File: config.mk
export PLATFORM = sky130hd
export DESIGN_NAME = datapath
export DESIGN_NICKNAME = d
export VERILOG_FILES = /design/src/mipsIsaPkg.sv /design/src/pipePkg.sv /design/src/fetchStage.sv /design/src/decodeUnit.sv /design/src/regFile.sv /design/src/alu.sv /design/src/hazardUnit.sv /design/src/memAccess.sv /design/src/datapath.sv
export SDC_FILE = /design/constraint.sdc
export NUM_CORES = 2
export LEC_CHECK = 0
export ABC_AREA = 0
export BUFFER_PORTS_ARGS = -buffer_cell sky130_fd_sc_hd__buf_4
export CAP_MARGIN = 20
export CORE_UTILIZATION = 45
export CTS_CLUSTER_DIAMETER = 80
export CTS_CLUSTER_SIZE = 8
export DETAILED_ROUTE_END_ITERATION = 8
export PLACE_DENSITY = 0.6
export SYNTH_ARGS = -nofsm -noshare
export SYNTH_HDL_FRONTEND = slang
export SYNTH_SLANG_ARGS = --single-unit
export TNS_END_PERCENT = 50
File: constraint.sdc
create_clock -name clk -period 5.45 [get_ports clk]
set_clock_uncertainty 0.05 [all_clocks]
set_input_delay 1.09 -clock clk [delete_from_list [all_inputs] [get_ports clk]]
set_output_delay 1.09 -clock clk [all_outputs]
set_load 0.03 [all_outputs]
File: src/mipsIsaPkg.sv
package mipsIsaPkg;

    localparam int DataW   = 32;
    localparam int RegIdxW = 5;
    localparam int ShamtW  = 5;
    localparam int OpcodeW = 6;
    localparam int FunctW  = 6;
    localparam int NumRegs = 32;

    typedef logic [DataW-1:0]   wordT;
    typedef logic [RegIdxW-1:0] regIdxT;

    localparam regIdxT RegRa = 5'd31;  // jal link register

    // primary opcodes, instr[31:26]
    typedef enum logic [OpcodeW-1:0] {
        OpSpecial = 6'h00,
        OpJ       = 6'h02,
        OpJal     = 6'h03,
        OpBeq     = 6'h04,
        OpBne     = 6'h05,
        OpAddiu   = 6'h09,
        OpSlti    = 6'h0a,
        OpAndi    = 6'h0c,
        OpOri     = 6'h0d,
        OpXori    = 6'h0e,
        OpLui     = 6'h0f,
        OpLb      = 6'h20,
        OpLw      = 6'h23,
        OpLbu     = 6'h24,
        OpSb      = 6'h28,
        OpSw      = 6'h2b
    } opcodeE;

    // SPECIAL function codes, instr[5:0]
    typedef enum logic [FunctW-1:0] {
        FnSll  = 6'h00,
        FnSrl  = 6'h02,
        FnSra  = 6'h03,
        FnAddu = 6'h21,
        FnSubu = 6'h23,
        FnAnd  = 6'h24,
        FnOr   = 6'h25,
        FnXor  = 6'h26,
        FnNor  = 6'h27,
        FnSlt  = 6'h2a,
        FnSltu = 6'h2b
    } functE;

endpackage

File: src/pipePkg.sv
package pipePkg;

    import mipsIsaPkg::*;

    typedef enum logic [3:0] {
        AluAdd,
        AluSub,
        AluAnd,
        AluOr,
        AluXor,
        AluNor,
        AluSlt,
        AluSltu,
        AluSll,
        AluSrl,
        AluSra,
        AluLui
    } aluOpE;

    typedef enum logic {
        MemWord,
        MemByte
    } memSizeE;

    // where a decode operand comes from
    typedef enum logic [1:0] {
        FwdRegFile,
        FwdExec,
        FwdMem,
        FwdWb
    } fwdSelE;

    typedef struct packed {
        aluOpE   aluOp;
        logic    useImm;      // operand B from immediate
        logic    regWrite;
        logic    memRead;
        logic    memWrite;
        memSizeE memSize;
        logic    loadSigned;  // lb vs lbu
        logic    isLink;      // jal, result is pc+8
    } ctrlT;

    typedef struct packed {
        ctrlT              ctrl;
        wordT              pc;
        wordT              opA;
        wordT              opB;
        wordT              storeData;
        regIdxT            dest;
        logic [ShamtW-1:0] shamt;
        logic              valid;
    } idExT;

    typedef struct packed {
        ctrlT   ctrl;
        wordT   pc;
        wordT   result;     // alu result or link address, also the memory address
        wordT   storeData;
        regIdxT dest;
        logic   valid;
    } exMemT;

    typedef struct packed {
        wordT   pc;
        wordT   result;
        regIdxT dest;
        logic   regWrite;
        logic   valid;
    } memWbT;

endpackage

File: src/fetchStage.sv
`timescale 1ns/1ns

module fetchStage import mipsIsaPkg::*; #(
    parameter wordT ResetPc = 32'hbfc0_0000
) (
    input  logic clk,
    input  logic reset_i,
    input  logic hold_i,      // freeze or load-use stall
    input  logic redirect_i,  // taken branch or jump sitting in decode
    input  wordT target_i,
    output wordT pc_o,
    output logic instEn_o
);

    wordT pcQ;
    wordT pcNext;

    // delay slot is already in F when the redirect arrives
    assign pcNext = redirect_i ? target_i : pcQ + 32'd4;

    always_ff @(posedge clk) begin
        if (reset_i) begin
            pcQ <= ResetPc;
        end else if (!hold_i) begin
            pcQ <= pcNext;
        end
    end

    assign pc_o     = pcQ;
    assign instEn_o = ~reset_i;  // no fetch while in reset

endmodule

File: src/decodeUnit.sv
`timescale 1ns/1ns

module decodeUnit import mipsIsaPkg::*, pipePkg::*; (
    input  wordT   instr_i,
    output ctrlT   ctrl_o,
    output wordT   imm_o,
    output regIdxT dest_o,
    output logic   isBranch_o,
    output logic   branchNe_o,
    output logic   isJump_o
);

    opcodeE op;
    functE  fn;
    logic   zeroExt;
    ctrlT   ctrl;
    regIdxT dest;

    assign op = opcodeE'(instr_i[31:26]);
    assign fn = functE'(instr_i[5:0]);

    // logical immediates are zero extended
    assign zeroExt = (op == OpAndi) || (op == OpOri) || (op == OpXori);
    assign imm_o   = zeroExt ? {16'b0, instr_i[15:0]} : {{16{instr_i[15]}}, instr_i[15:0]};

    always_comb begin
        ctrl       = '0;  // nop
        dest       = instr_i[20:16];
        isBranch_o = 1'b0;
        branchNe_o = 1'b0;
        isJump_o   = 1'b0;
        case (op)
            OpSpecial: begin
                dest          = instr_i[15:11];
                ctrl.regWrite = 1'b1;
                case (fn)
                    FnAddu:  ctrl.aluOp = AluAdd;
                    FnSubu:  ctrl.aluOp = AluSub;
                    FnAnd:   ctrl.aluOp = AluAnd;
                    FnOr:    ctrl.aluOp = AluOr;
                    FnXor:   ctrl.aluOp = AluXor;
                    FnNor:   ctrl.aluOp = AluNor;
                    FnSlt:   ctrl.aluOp = AluSlt;
                    FnSltu:  ctrl.aluOp = AluSltu;
                    FnSll:   ctrl.aluOp = AluSll;
                    FnSrl:   ctrl.aluOp = AluSrl;
                    FnSra:   ctrl.aluOp = AluSra;
                    default: ctrl.regWrite = 1'b0;
                endcase
            end
            OpAddiu, OpSlti, OpAndi, OpOri, OpXori, OpLui: begin
                ctrl.useImm   = 1'b1;
                ctrl.regWrite = 1'b1;
                case (op)
                    OpSlti:  ctrl.aluOp = AluSlt;
                    OpAndi:  ctrl.aluOp = AluAnd;
                    OpOri:   ctrl.aluOp = AluOr;
                    OpXori:  ctrl.aluOp = AluXor;
                    OpLui:   ctrl.aluOp = AluLui;
                    default: ctrl.aluOp = AluAdd;
                endcase
            end
            OpLw, OpLb, OpLbu: begin
                ctrl.useImm     = 1'b1;  // base + offset through the adder
                ctrl.regWrite   = 1'b1;
                ctrl.memRead    = 1'b1;
                ctrl.memSize    = (op == OpLw) ? MemWord : MemByte;
                ctrl.loadSigned = (op == OpLb);
            end
            OpSw, OpSb: begin
                ctrl.useImm   = 1'b1;
                ctrl.memWrite = 1'b1;
                ctrl.memSize  = (op == OpSw) ? MemWord : MemByte;
            end
            OpBeq, OpBne: begin
                isBranch_o = 1'b1;
                branchNe_o = (op == OpBne);
            end
            OpJ: isJump_o = 1'b1;
            OpJal: begin
                isJump_o      = 1'b1;
                ctrl.isLink   = 1'b1;
                ctrl.regWrite = 1'b1;
                dest          = RegRa;
            end
            default: ctrl = '0;
        endcase
        if (dest == '0) begin
            ctrl.regWrite = 1'b0;  // $zero never written
        end
    end

    assign ctrl_o = ctrl;
    assign dest_o = dest;

endmodule

File: src/regFile.sv
`timescale 1ns/1ns

module regFile import mipsIsaPkg::*; (
    input  logic   clk,
    input  logic   reset_i,
    input  logic   we_i,
    input  regIdxT waddr_i,
    input  wordT   wdata_i,
    input  regIdxT raddr1_i,
    input  regIdxT raddr2_i,
    output wordT   rdata1_o,
    output wordT   rdata2_o
);

    wordT regs [NumRegs];

    always_ff @(posedge clk) begin
        if (reset_i) begin
            for (int i = 0; i < NumRegs; i++) begin
                regs[i] <= '0;
            end
        end else if (we_i && waddr_i != '0) begin
            regs[waddr_i] <= wdata_i;
        end
    end

    // write-then-read in the same cycle is handled by the wb forward
    assign rdata1_o = (raddr1_i == '0) ? '0 : regs[raddr1_i];
    assign rdata2_o = (raddr2_i == '0) ? '0 : regs[raddr2_i];

endmodule

File: src/alu.sv
`timescale 1ns/1ns

module alu import mipsIsaPkg::*, pipePkg::*; (
    input  aluOpE             op_i,
    input  wordT              a_i,
    input  wordT              b_i,
    input  logic [ShamtW-1:0] shamt_i,
    output wordT              result_o
);

    logic ltSigned;
    logic ltUnsigned;

    assign ltSigned   = $signed(a_i) < $signed(b_i);
    assign ltUnsigned = a_i < b_i;

    always_comb begin
        case (op_i)
            AluAdd:  result_o = a_i + b_i;  // addu, addiu, load/store address
            AluSub:  result_o = a_i - b_i;
            AluAnd:  result_o = a_i & b_i;
            AluOr:   result_o = a_i | b_i;
            AluXor:  result_o = a_i ^ b_i;
            AluNor:  result_o = ~(a_i | b_i);
            AluSlt:  result_o = {{(DataW-1){1'b0}}, ltSigned};
            AluSltu: result_o = {{(DataW-1){1'b0}}, ltUnsigned};
            // shifts act on rt
            AluSll:  result_o = b_i << shamt_i;
            AluSrl:  result_o = b_i >> shamt_i;
            AluSra:  result_o = wordT'($signed(b_i) >>> shamt_i);
            AluLui:  result_o = {b_i[15:0], 16'b0};
            default: result_o = a_i + b_i;
        endcase
    end

endmodule

File: src/hazardUnit.sv
`timescale 1ns/1ns

module hazardUnit import mipsIsaPkg::*, pipePkg::*; (
    input  regIdxT rsD_i,
    input  regIdxT rtD_i,
    input  regIdxT destE_i,
    input  logic   regWriteE_i,
    input  logic   memReadE_i,
    input  regIdxT destM_i,
    input  logic   regWriteM_i,
    input  regIdxT destW_i,
    input  logic   regWriteW_i,
    input  logic   iCacheStall_i,
    input  logic   dCacheStall_i,
    output fwdSelE fwdA_o,
    output fwdSelE fwdB_o,
    output logic   stallFd_o,
    output logic   freeze_o
);

    // youngest producer wins, load in E is left to the interlock
    function automatic fwdSelE pickSrc(regIdxT src);
        fwdSelE sel;
        if (src == '0) begin
            sel = FwdRegFile;
        end else if (regWriteE_i && !memReadE_i && destE_i == src) begin
            sel = FwdExec;
        end else if (regWriteM_i && destM_i == src) begin
            sel = FwdMem;
        end else if (regWriteW_i && destW_i == src) begin
            sel = FwdWb;
        end else begin
            sel = FwdRegFile;
        end
        return sel;
    endfunction

    always_comb begin
        fwdA_o = pickSrc(rsD_i);
        fwdB_o = pickSrc(rtD_i);
    end

    // load result only exists in M, hold decode one cycle
    assign stallFd_o = memReadE_i && destE_i != '0
                       && (destE_i == rsD_i || destE_i == rtD_i);

    assign freeze_o = iCacheStall_i | dCacheStall_i;

endmodule

File: src/memAccess.sv
`timescale 1ns/1ns

module memAccess import mipsIsaPkg::*, pipePkg::*; (
    input  memSizeE    size_i,
    input  logic       loadSigned_i,
    input  wordT       addr_i,
    input  wordT       storeData_i,
    input  wordT       rdata_i,
    output logic [3:0] writeSel_o,
    output wordT       wdata_o,
    output wordT       loadData_o
);

    logic [1:0] lane;
    logic [7:0] loadByte;

    assign lane = addr_i[1:0];

    // store side
    always_comb begin
        if (size_i == MemByte) begin
            writeSel_o = 4'b0001 << lane;
            wdata_o    = {4{storeData_i[7:0]}};  // byte on every lane
        end else begin
            writeSel_o = 4'b1111;
            wdata_o    = storeData_i;
        end
    end

    // load side
    always_comb begin
        case (lane)
            2'd0:    loadByte = rdata_i[7:0];
            2'd1:    loadByte = rdata_i[15:8];
            2'd2:    loadByte = rdata_i[23:16];
            default: loadByte = rdata_i[31:24];
        endcase
    end

    always_comb begin
        if (size_i == MemWord) begin
            loadData_o = rdata_i;
        end else if (loadSigned_i) begin
            loadData_o = {{24{loadByte[7]}}, loadByte};  // lb
        end else begin
            loadData_o = {24'b0, loadByte};  // lbu
        end
    end

endmodule

File: src/datapath.sv
`timescale 1ns/1ns

module datapath import mipsIsaPkg::*, pipePkg::*; #(
    parameter wordT ResetPc = 32'hbfc0_0000
) (
    input  logic       clk,
    input  logic       reset_i,
    output logic       instEn_o,
    output wordT       pcF_o,
    input  wordT       instr_i,
    input  logic       iCacheStall_i,
    input  logic       dCacheStall_i,
    output logic       memEn_o,
    output wordT       memAddr_o,
    input  wordT       memRdata_i,
    output logic [3:0] memWriteSel_o,
    output wordT       memWdata_o,
    output wordT       debugWbPc_o,
    output logic [3:0] debugWbRfWen_o,
    output regIdxT     debugWbRfWnum_o,
    output wordT       debugWbRfWdata_o
);

    wordT       instrD;
    wordT       pcD;
    logic       validD;
    idExT       idEx;
    idExT       idExNext;
    exMemT      exMem;
    memWbT      memWb;
    ctrlT       ctrlD;
    wordT       immD;
    wordT       rd1D;
    wordT       rd2D;
    wordT       srcAD;
    wordT       srcBD;
    wordT       pcPlus4D;
    wordT       target;
    regIdxT     destD;
    logic       isBranchD;
    logic       branchNeD;
    logic       isJumpD;
    logic       redirect;
    fwdSelE     fwdA;
    fwdSelE     fwdB;
    logic       stallFd;
    logic       freeze;
    wordT       aluOutE;
    wordT       exResult;
    wordT       loadDataM;
    wordT       memResult;
    logic [3:0] writeSelM;
    logic       wbWen;

    function automatic wordT pickFwd(fwdSelE sel, wordT rf, wordT ex, wordT mem, wordT wb);
        case (sel)
            FwdExec: return ex;
            FwdMem:  return mem;
            FwdWb:   return wb;
            default: return rf;
        endcase
    endfunction

    fetchStage #(.ResetPc(ResetPc)) fetch0 (
        .clk       (clk),
        .reset_i   (reset_i),
        .hold_i    (freeze | stallFd),
        .redirect_i(redirect),
        .target_i  (target),
        .pc_o      (pcF_o),
        .instEn_o  (instEn_o)
    );

    always_ff @(posedge clk) begin
        if (reset_i) begin
            validD <= 1'b0;
            instrD <= '0;
            pcD    <= '0;
        end else if (!freeze && !stallFd) begin
            validD <= instEn_o;
            instrD <= instr_i;
            pcD    <= pcF_o;
        end
    end

    decodeUnit dec0 (
        .instr_i   (instrD),
        .ctrl_o    (ctrlD),
        .imm_o     (immD),
        .dest_o    (destD),
        .isBranch_o(isBranchD),
        .branchNe_o(branchNeD),
        .isJump_o  (isJumpD)
    );

    regFile rf0 (
        .clk     (clk),
        .reset_i (reset_i),
        .we_i    (wbWen),
        .waddr_i (memWb.dest),
        .wdata_i (memWb.result),
        .raddr1_i(instrD[25:21]),
        .raddr2_i(instrD[20:16]),
        .rdata1_o(rd1D),
        .rdata2_o(rd2D)
    );

    hazardUnit hz0 (
        .rsD_i        (instrD[25:21]),
        .rtD_i        (instrD[20:16]),
        .destE_i      (idEx.dest),
        .regWriteE_i  (idEx.ctrl.regWrite & idEx.valid),
        .memReadE_i   (idEx.ctrl.memRead & idEx.valid),
        .destM_i      (exMem.dest),
        .regWriteM_i  (exMem.ctrl.regWrite & exMem.valid),
        .destW_i      (memWb.dest),
        .regWriteW_i  (memWb.regWrite & memWb.valid),
        .iCacheStall_i(iCacheStall_i),
        .dCacheStall_i(dCacheStall_i),
        .fwdA_o       (fwdA),
        .fwdB_o       (fwdB),
        .stallFd_o    (stallFd),
        .freeze_o     (freeze)
    );

    assign srcAD = pickFwd(fwdA, rd1D, exResult, memResult, memWb.result);
    assign srcBD = pickFwd(fwdB, rd2D, exResult, memResult, memWb.result);

    // branch resolve in decode
    assign pcPlus4D = pcD + 32'd4;
    assign redirect = validD & (isJumpD | (isBranchD & ((srcAD == srcBD) ^ branchNeD)));
    assign target   = isJumpD ? {pcPlus4D[31:28], instrD[25:0], 2'b00}
                              : pcPlus4D + {immD[29:0], 2'b00};

    assign idExNext = '{ctrl: ctrlD, pc: pcD, opA: srcAD,
                        opB: ctrlD.useImm ? immD : srcBD, storeData: srcBD,
                        dest: destD, shamt: instrD[10:6], valid: validD};

    always_ff @(posedge clk) begin
        if (reset_i) begin
            idEx <= '0;
        end else if (!freeze) begin
            idEx <= (stallFd || !validD) ? '0 : idExNext;  // bubble on load-use
        end
    end

    alu alu0 (
        .op_i    (idEx.ctrl.aluOp),
        .a_i     (idEx.opA),
        .b_i     (idEx.opB),
        .shamt_i (idEx.shamt),
        .result_o(aluOutE)
    );

    assign exResult = idEx.ctrl.isLink ? idEx.pc + 32'd8 : aluOutE;

    always_ff @(posedge clk) begin
        if (reset_i) begin
            exMem <= '0;
        end else if (!freeze) begin
            exMem <= '{ctrl: idEx.ctrl, pc: idEx.pc, result: exResult,
                       storeData: idEx.storeData, dest: idEx.dest, valid: idEx.valid};
        end
    end

    memAccess mem0 (
        .size_i      (exMem.ctrl.memSize),
        .loadSigned_i(exMem.ctrl.loadSigned),
        .addr_i      (exMem.result),
        .storeData_i (exMem.storeData),
        .rdata_i     (memRdata_i),
        .writeSel_o  (writeSelM),
        .wdata_o     (memWdata_o),
        .loadData_o  (loadDataM)
    );

    assign memEn_o       = exMem.valid & (exMem.ctrl.memRead | exMem.ctrl.memWrite);
    assign memAddr_o     = {exMem.result[31:2], 2'b00};
    assign memWriteSel_o = (exMem.valid & exMem.ctrl.memWrite) ? writeSelM : 4'b0000;
    assign memResult     = exMem.ctrl.memRead ? loadDataM : exMem.result;

    always_ff @(posedge clk) begin
        if (reset_i) begin
            memWb <= '0;
        end else if (!freeze) begin
            memWb <= '{pc: exMem.pc, result: memResult, dest: exMem.dest,
                       regWrite: exMem.ctrl.regWrite, valid: exMem.valid};
        end
    end

    // held in W during a freeze, so write only once
    assign wbWen = memWb.regWrite & memWb.valid & ~freeze;

    assign debugWbPc_o      = memWb.pc;
    assign debugWbRfWen_o   = {4{wbWen}};
    assign debugWbRfWnum_o  = memWb.dest;
    assign debugWbRfWdata_o = memWb.result;

endmodule

After elaboration in Yosys (flattened, before gate mapping) --
Memories as Yosys holds them, arrays and structs flattened. A register that Yosys moved wholly into a read port is not among the register bits. Cells that the tools add are included.
Cells by class: order comparisons 2, multiply operators 0, add/subtract/negate cells 6, mux-type cells 56, equality and inequality tests 51, bitwise logic cells 20, reductions and logical operators 36, divide/modulo/power cells 0, shifts and indexed selects 4
Operators with widths (number):
- 32-bit two-way mux | 12
- 32-bit case mux with 11 select lines | 1
- 32-bit case mux with 3 select lines | 2
- 150-bit two-way mux | 1
- 6-bit equality test (second input constant) | 13
- 32-bit by 3-bit adder with 32-bit output (second input constant) | 2
- 32-bit adder | 2
- 32-bit < comparator | 2
- 4-bit case mux with 10 select lines | 1
- 6-bit by 4-bit equality test with 1-bit output (second input constant) | 6
- 32-bit by 4-bit adder with 32-bit output (second input constant) | 1
- 32-bit bitwise AND | 1
- 32-bit equality test | 1
- 32-bit inverter | 1
- 32-bit bitwise OR | 1
- 32-bit OR reduction | 1
- 32-bit by 5-bit << shifter with 32-bit output | 1
- 32-bit by 5-bit right shift with 32-bit output | 1
- 32-bit by 5-bit >>> shifter with 32-bit output | 1
- 32-bit subtractor | 1
- 32-bit XOR | 1
- 5-bit equality test | 6
- 5-bit two-way mux | 5
- 6-bit by 2-bit equality test with 1-bit output (second input constant) | 4
- other kinds (32) | 107
Storage, ports and cells: bits in read-only memories 0, word-level logic and storage cells 209, output and inout bits 175, latch bits 0, flip-flop bits (word level) 424, memory bits (writable) 1024, memories 1, input bits 68
Memory list:
- rf0.regs | words 32, bits a word 32, rd ports 2, clocked after memory_dff 2, wr ports 32, RTL line regFile.sv:15 | wordT regs [NumRegs];

Logic depth before layout (Yosys ltp) --
depth after elaboration 14, gate-level depth with buffers 23

Hierarchy --
Synthesis repeated with hierarchy kept, for this count alone.
Unflattened totals: cells, all modules 7946, area total of the unflattened synthesis 88133.3 um^2
Modules (own cells, without submodules):
- regFile | cells each 3502, times used 1, area each 54248.3 um^2
- datapath | cells each 2452, times used 1, area each 20357.0 um^2
- alu | cells each 1344, times used 1, area each 9268.9 um^2
- fetchStage | cells each 275, times used 1, area each 1993.2 um^2
- memAccess | cells each 190, times used 1, area each 1043.5 um^2
- decodeUnit | cells each 118, times used 1, area each 739.5 um^2
- hazardUnit | cells each 65, times used 1, area each 483.0 um^2

Least setup slack after synthesis --
OpenSTA, ideal clock, no wires.
path type in2reg, from input dCacheStall_i, to memory rf0.regs[27][0] (netlist name) (enable), cell stages on the path 6, path slack 0.157 ns, data required time 4.934 ns, buffers on the path 2, data arrival time 4.777 ns, cell sequence or2_2 -> clkbuf_1 -> nor3_1 -> or3b_2 -> clkbuf_1 -> o21ai_0
RTL lines:
- from (decl) | RTL line datapath.sv:12 | input logic dCacheStall_i,
- to (decl) | RTL line regFile.sv:15

Worst setup path after layout --
from register idEx[2] (netlist name), to register fetch0.pcQ[5] (netlist: fetch0.pc_o[5])
On the way: word-level cells in the longest chain between the ends 10, elaborated cells between the ends (all ways) 13, those cells by class eq/ne (1); shift (3); mux (5); bitwise (4)
RTL lines:
- from (decl) | RTL line datapath.sv:27 | idExT idEx;
- from (signal assigned) | RTL line datapath.sv:143 | idEx <= (stallFd || !validD) ? '0 : idExNext;
- 32-bit by 5-bit >>> shifter with 32-bit output (tied with other cells) | RTL line alu.sv:30 | AluSra: result_o = wordT'($signed(b_i) >>> shamt_i);
- 32-bit case mux with 11 select lines (*) | RTL line alu.sv:18 | case (op_i)
- 32-bit two-way mux (*) | RTL line datapath.sv:155 | assign exResult = idEx.ctrl.isLink ? idEx.pc + 32'd8 : aluOutE;
- 32-bit case mux with 3 select lines | RTL line datapath.sv:56 | case (sel)
- 32-bit equality test (*) | RTL line datapath.sv:131 | assign redirect = validD & (isJumpD | (isBranchD & ((srcAD == srcBD) ^ branchNeD)));
- 1-bit XOR (*) | RTL line datapath.sv:131
- 1-bit bitwise AND (*) | RTL line datapath.sv:131
- 1-bit bitwise OR (*) | RTL line datapath.sv:131
- 1-bit bitwise AND (*) | RTL line datapath.sv:131
- 32-bit two-way mux (*) | RTL line fetchStage.sv:19 | assign pcNext = redirect_i ? target_i : pcQ + 32'd4;
- to (signal assigned) | RTL line fetchStage.sv:23 | pcQ <= ResetPc;
- to (signal assigned) | RTL line fetchStage.sv:25 | pcQ <= pcNext;
- to (decl) | RTL line fetchStage.sv:15 | wordT pcQ;
Every way passes the cells marked *; elsewhere a longest branch is shown, timed or not. A chain may end at the register's enable or synchronous reset.

==> results.cfg <==
[timing]
maxSlewViolCount = 0
layout_setup_ws_ps = -129
whs_ps = 372
hold_viol = 0
period_minus_slack_ps = 5580
rsz0062_at_grt = yes
worst_pin_slew_ps = 1180
fmax_mhz = 179
relSlewSlack_pct = 21.5
fin_crit_sh_pct = 102
tns_ps = -1540
setup_violations = 24

[layout]
fillers = 17192
final_nets = 9316
drive_above_1_share_pct = 29.4
syn2layout_area_growth_pct = 21.0
fin_area_um2 = 109000
layoutNonFillerInstCount = 11827
final_cell_mix = 1365 x buf_4, 1024 x edfxtp_1, 965 x and2_1
final_common_cell = buf_4

[clocking]
cts_root_buffer = clkbuf_16
cts_tree = yes
htreeDepth = 4
clk_pin_slew_ps = 60
clockBufferDepth = 3
insertion_delay_ps = 880
cts_sinks = 1458
cts_buffers = 205
ctsHoldBuffers = 0

[floorplanning]
die_h_um = 449
die_area_um2 = 202000
core-area_um2 = 198000
start_util_pct = 45.4
row_count = 163
io_pins = 243
die_w_um = 449

[detailed_routing]
drt_iter0_drc = 9152
drtAntennaViolNets = 0
dr.pass1.iters = 6
drc_errors = 0
wirelength_um = 398000
wl_per_cell_um = 33.7
vias_per_cell = 6.48
vias = 76642

[synth]
synth-seq-area-share_pct = 43.9
synth_seq_cells = 1458
synth.distinct_cells = 117
synth_area_per_cell_um2 = 10.8
synth_cells = 8288
synth-edff-count = 1024
netlist_area_um2 = 89900
synth_warnings = 0
synth_ff_type = edfxtp_1
synthArstFlopShare_pct = 0

[placed_design]
port_buffers = 240
dp.cells = 11502
place.detailed.hpwl_um = 280000
dpl_cell_area_um2 = 101000
gp_congestion = 1.02

[global_route]
grt_use_met1_pct = 46.3
antenna_found_initial = 14
grt_first_pass_wirelength_um = 560000
grt_pass1_vias = 75344
grt_usage_pct = 38.6
overflow = 0
grt_start_max_net_pins = 223
use_met2_pct = 62.3
met3_usage_pct = 7.64
top_usage_layer = met2

[pwr]
peakVddDrop_uv = 273
finalPower_mw = 28.2
leakage_nw = 39.2
p_per_area_nw_per_um2 = 259

[worst_hold_path]
min-delay-path-class = reg2reg

[critical_path]
path_class = reg2reg
cp_max_fo = 7
required_ps = 6180
arrival_ps = 6310
crit_path_start_kind = flip-flop
cp-end-kind = flip-flop

[run_status]
status = finished with violations
failed_checks = setup timing

[flow_run]
cap_violations = 0
metal layers:
metal	vias up	part of all wire, %
li1	32293	-
met1	38522	36
met2	4555	47
met3	1256	8.7
met4	16	8.4
met5	-	0.026
cell families (layout without fill, tap and decap cells):
kind of cell             after synthesis  after routing  synth area share (%)
AND/OR/NAND/NOR                     3032           3032                  17.1
AO/OA/AOI/OAI                       1634           1635                  12.0
flip-flops                          1458           1458                  43.9
buffers and inverters               1061           1922                  5.54
multiplexers                         824            824                  18.1
XOR/XNOR                             147            147                  1.43
adder cells (fa/ha/maj)              131            131                  1.85
other                                  1             38               0.00417
path summary, 6_finish.rpt:
path                          start                      endpoint  slack (ps)  cells past startpoint
max reg2reg    idEx[2]$_SDFFE_PP0N_   fetch0.pc_o[5]$_SDFFE_PP0P_        -130                     21
min          exMem[89]$_SDFFE_PP0N_  debugWbPc_o[19]$_SDFFE_PP0N_         370                      2
max            idEx[2]$_SDFFE_PP0N_   fetch0.pc_o[5]$_SDFFE_PP0P_        -130                     21
min reg2reg  exMem[89]$_SDFFE_PP0N_  debugWbPc_o[19]$_SDFFE_PP0N_         370                      2
final cells by class:
cell class / count / area, um^2 / share of cell area [%]
repair buffers: 1489 / 12500 / 11.5
clock buffers: 249 / 5320 / 4.89
inverters: 160 / 606 / 0.557
flip-flops and latches: 1458 / 39500 / 36.3
diodes: 4 / 10.0 / 0.00920
multi-input cells: 5803 / 47000 / 43.2
clock inverters: 24 / 488 / 0.449
well taps: 2640 / 3300 / 3.04
synth_stat cells, types with 31 or more instances:
library cell     n  area share [%]
and2_1         966             6.7
o211ai_1        70            0.58
inv_1          157            0.66
edfxtp_1      1024              34
ha_1           128             1.8
nor4_1          37            0.26
buf_2          124            0.69
nor3_1         149            0.83
nor2b_1         51            0.36
or3_1           36            0.25
mux2i_1        154             1.7
nand2_1        817             3.4
nand2b_1        68            0.47
a221oi_1        46            0.45
xor2_1          68            0.66
xnor2_1         79            0.77
a21oi_1        513             2.9
buf_4          150             1.3
mux4_2         621              16
clkbuf_1       545             2.3
nand4_1         55            0.38
and3_1          45            0.31
o22ai_1         40            0.28
a22oi_1        155             1.3
mux2_2          31            0.39
o21ai_0        260             1.4
dfxtp_1        434             9.7
nor2_1         550             2.3
a31oi_1         79            0.55
nand3_1        146            0.81
a211oi_1        74            0.62
buf_1           51            0.21
what timing repair did:
item | CTS | global route
cloned | 5 | 0
endpoints found under the setup margin | 32 | 32
resized for setup | 107 | 154
pin swaps | 34 | 47
setup buffers | 23 | 19
sequential cells by signal, indices dropped and copies added (netlist names), 2 cells and up, named ones only:
signal / cells
debugWbPc_o: 32
debugWbRfWdata_o: 32
debugWbRfWnum_o: 5
exMem: 77
fetch0.pc_o: 32
idEx: 149
instrD: 32
memAddr_o: 30
memWb: 2
pcD: 32
rf0.regs: 1024
power breakdown:
group	switching, mW	internal (mW)	total [mW]
sequential	0.261	12.2	12.5
combinational	2.20	1.54	3.74
clock	5.03	6.92	12.0
stage by stage:
stage | setup slack, ps | utilization (%)
finish | -129 | 55.0
global route | -179 | 55.0
CTS | -79.4 | 54.5
detailed placement | -755 | 51.2
global placement | -787 | 51.2
floorplan | 157 | -
critical path, stage by stage (launching register included):
cell and delay, ps:
dfxtp_4 470, buf_12 180, buf_8 120, mux4_2 560
nand4_1 150, o211a_1 200, o2111ai_2 130, buf_6 170
o21a_4 250, o2111a_2 320, a21o_1 180, a22oi_2 140
nand4_1 170, a2111oi_4 370, buf_4 170, and4_4 260
nand4_1 220, buf_4 240, mux2_4 360, o21a_4 270
or4b_1 480, nand4_1 80
(Power assumes the default switching activity.)
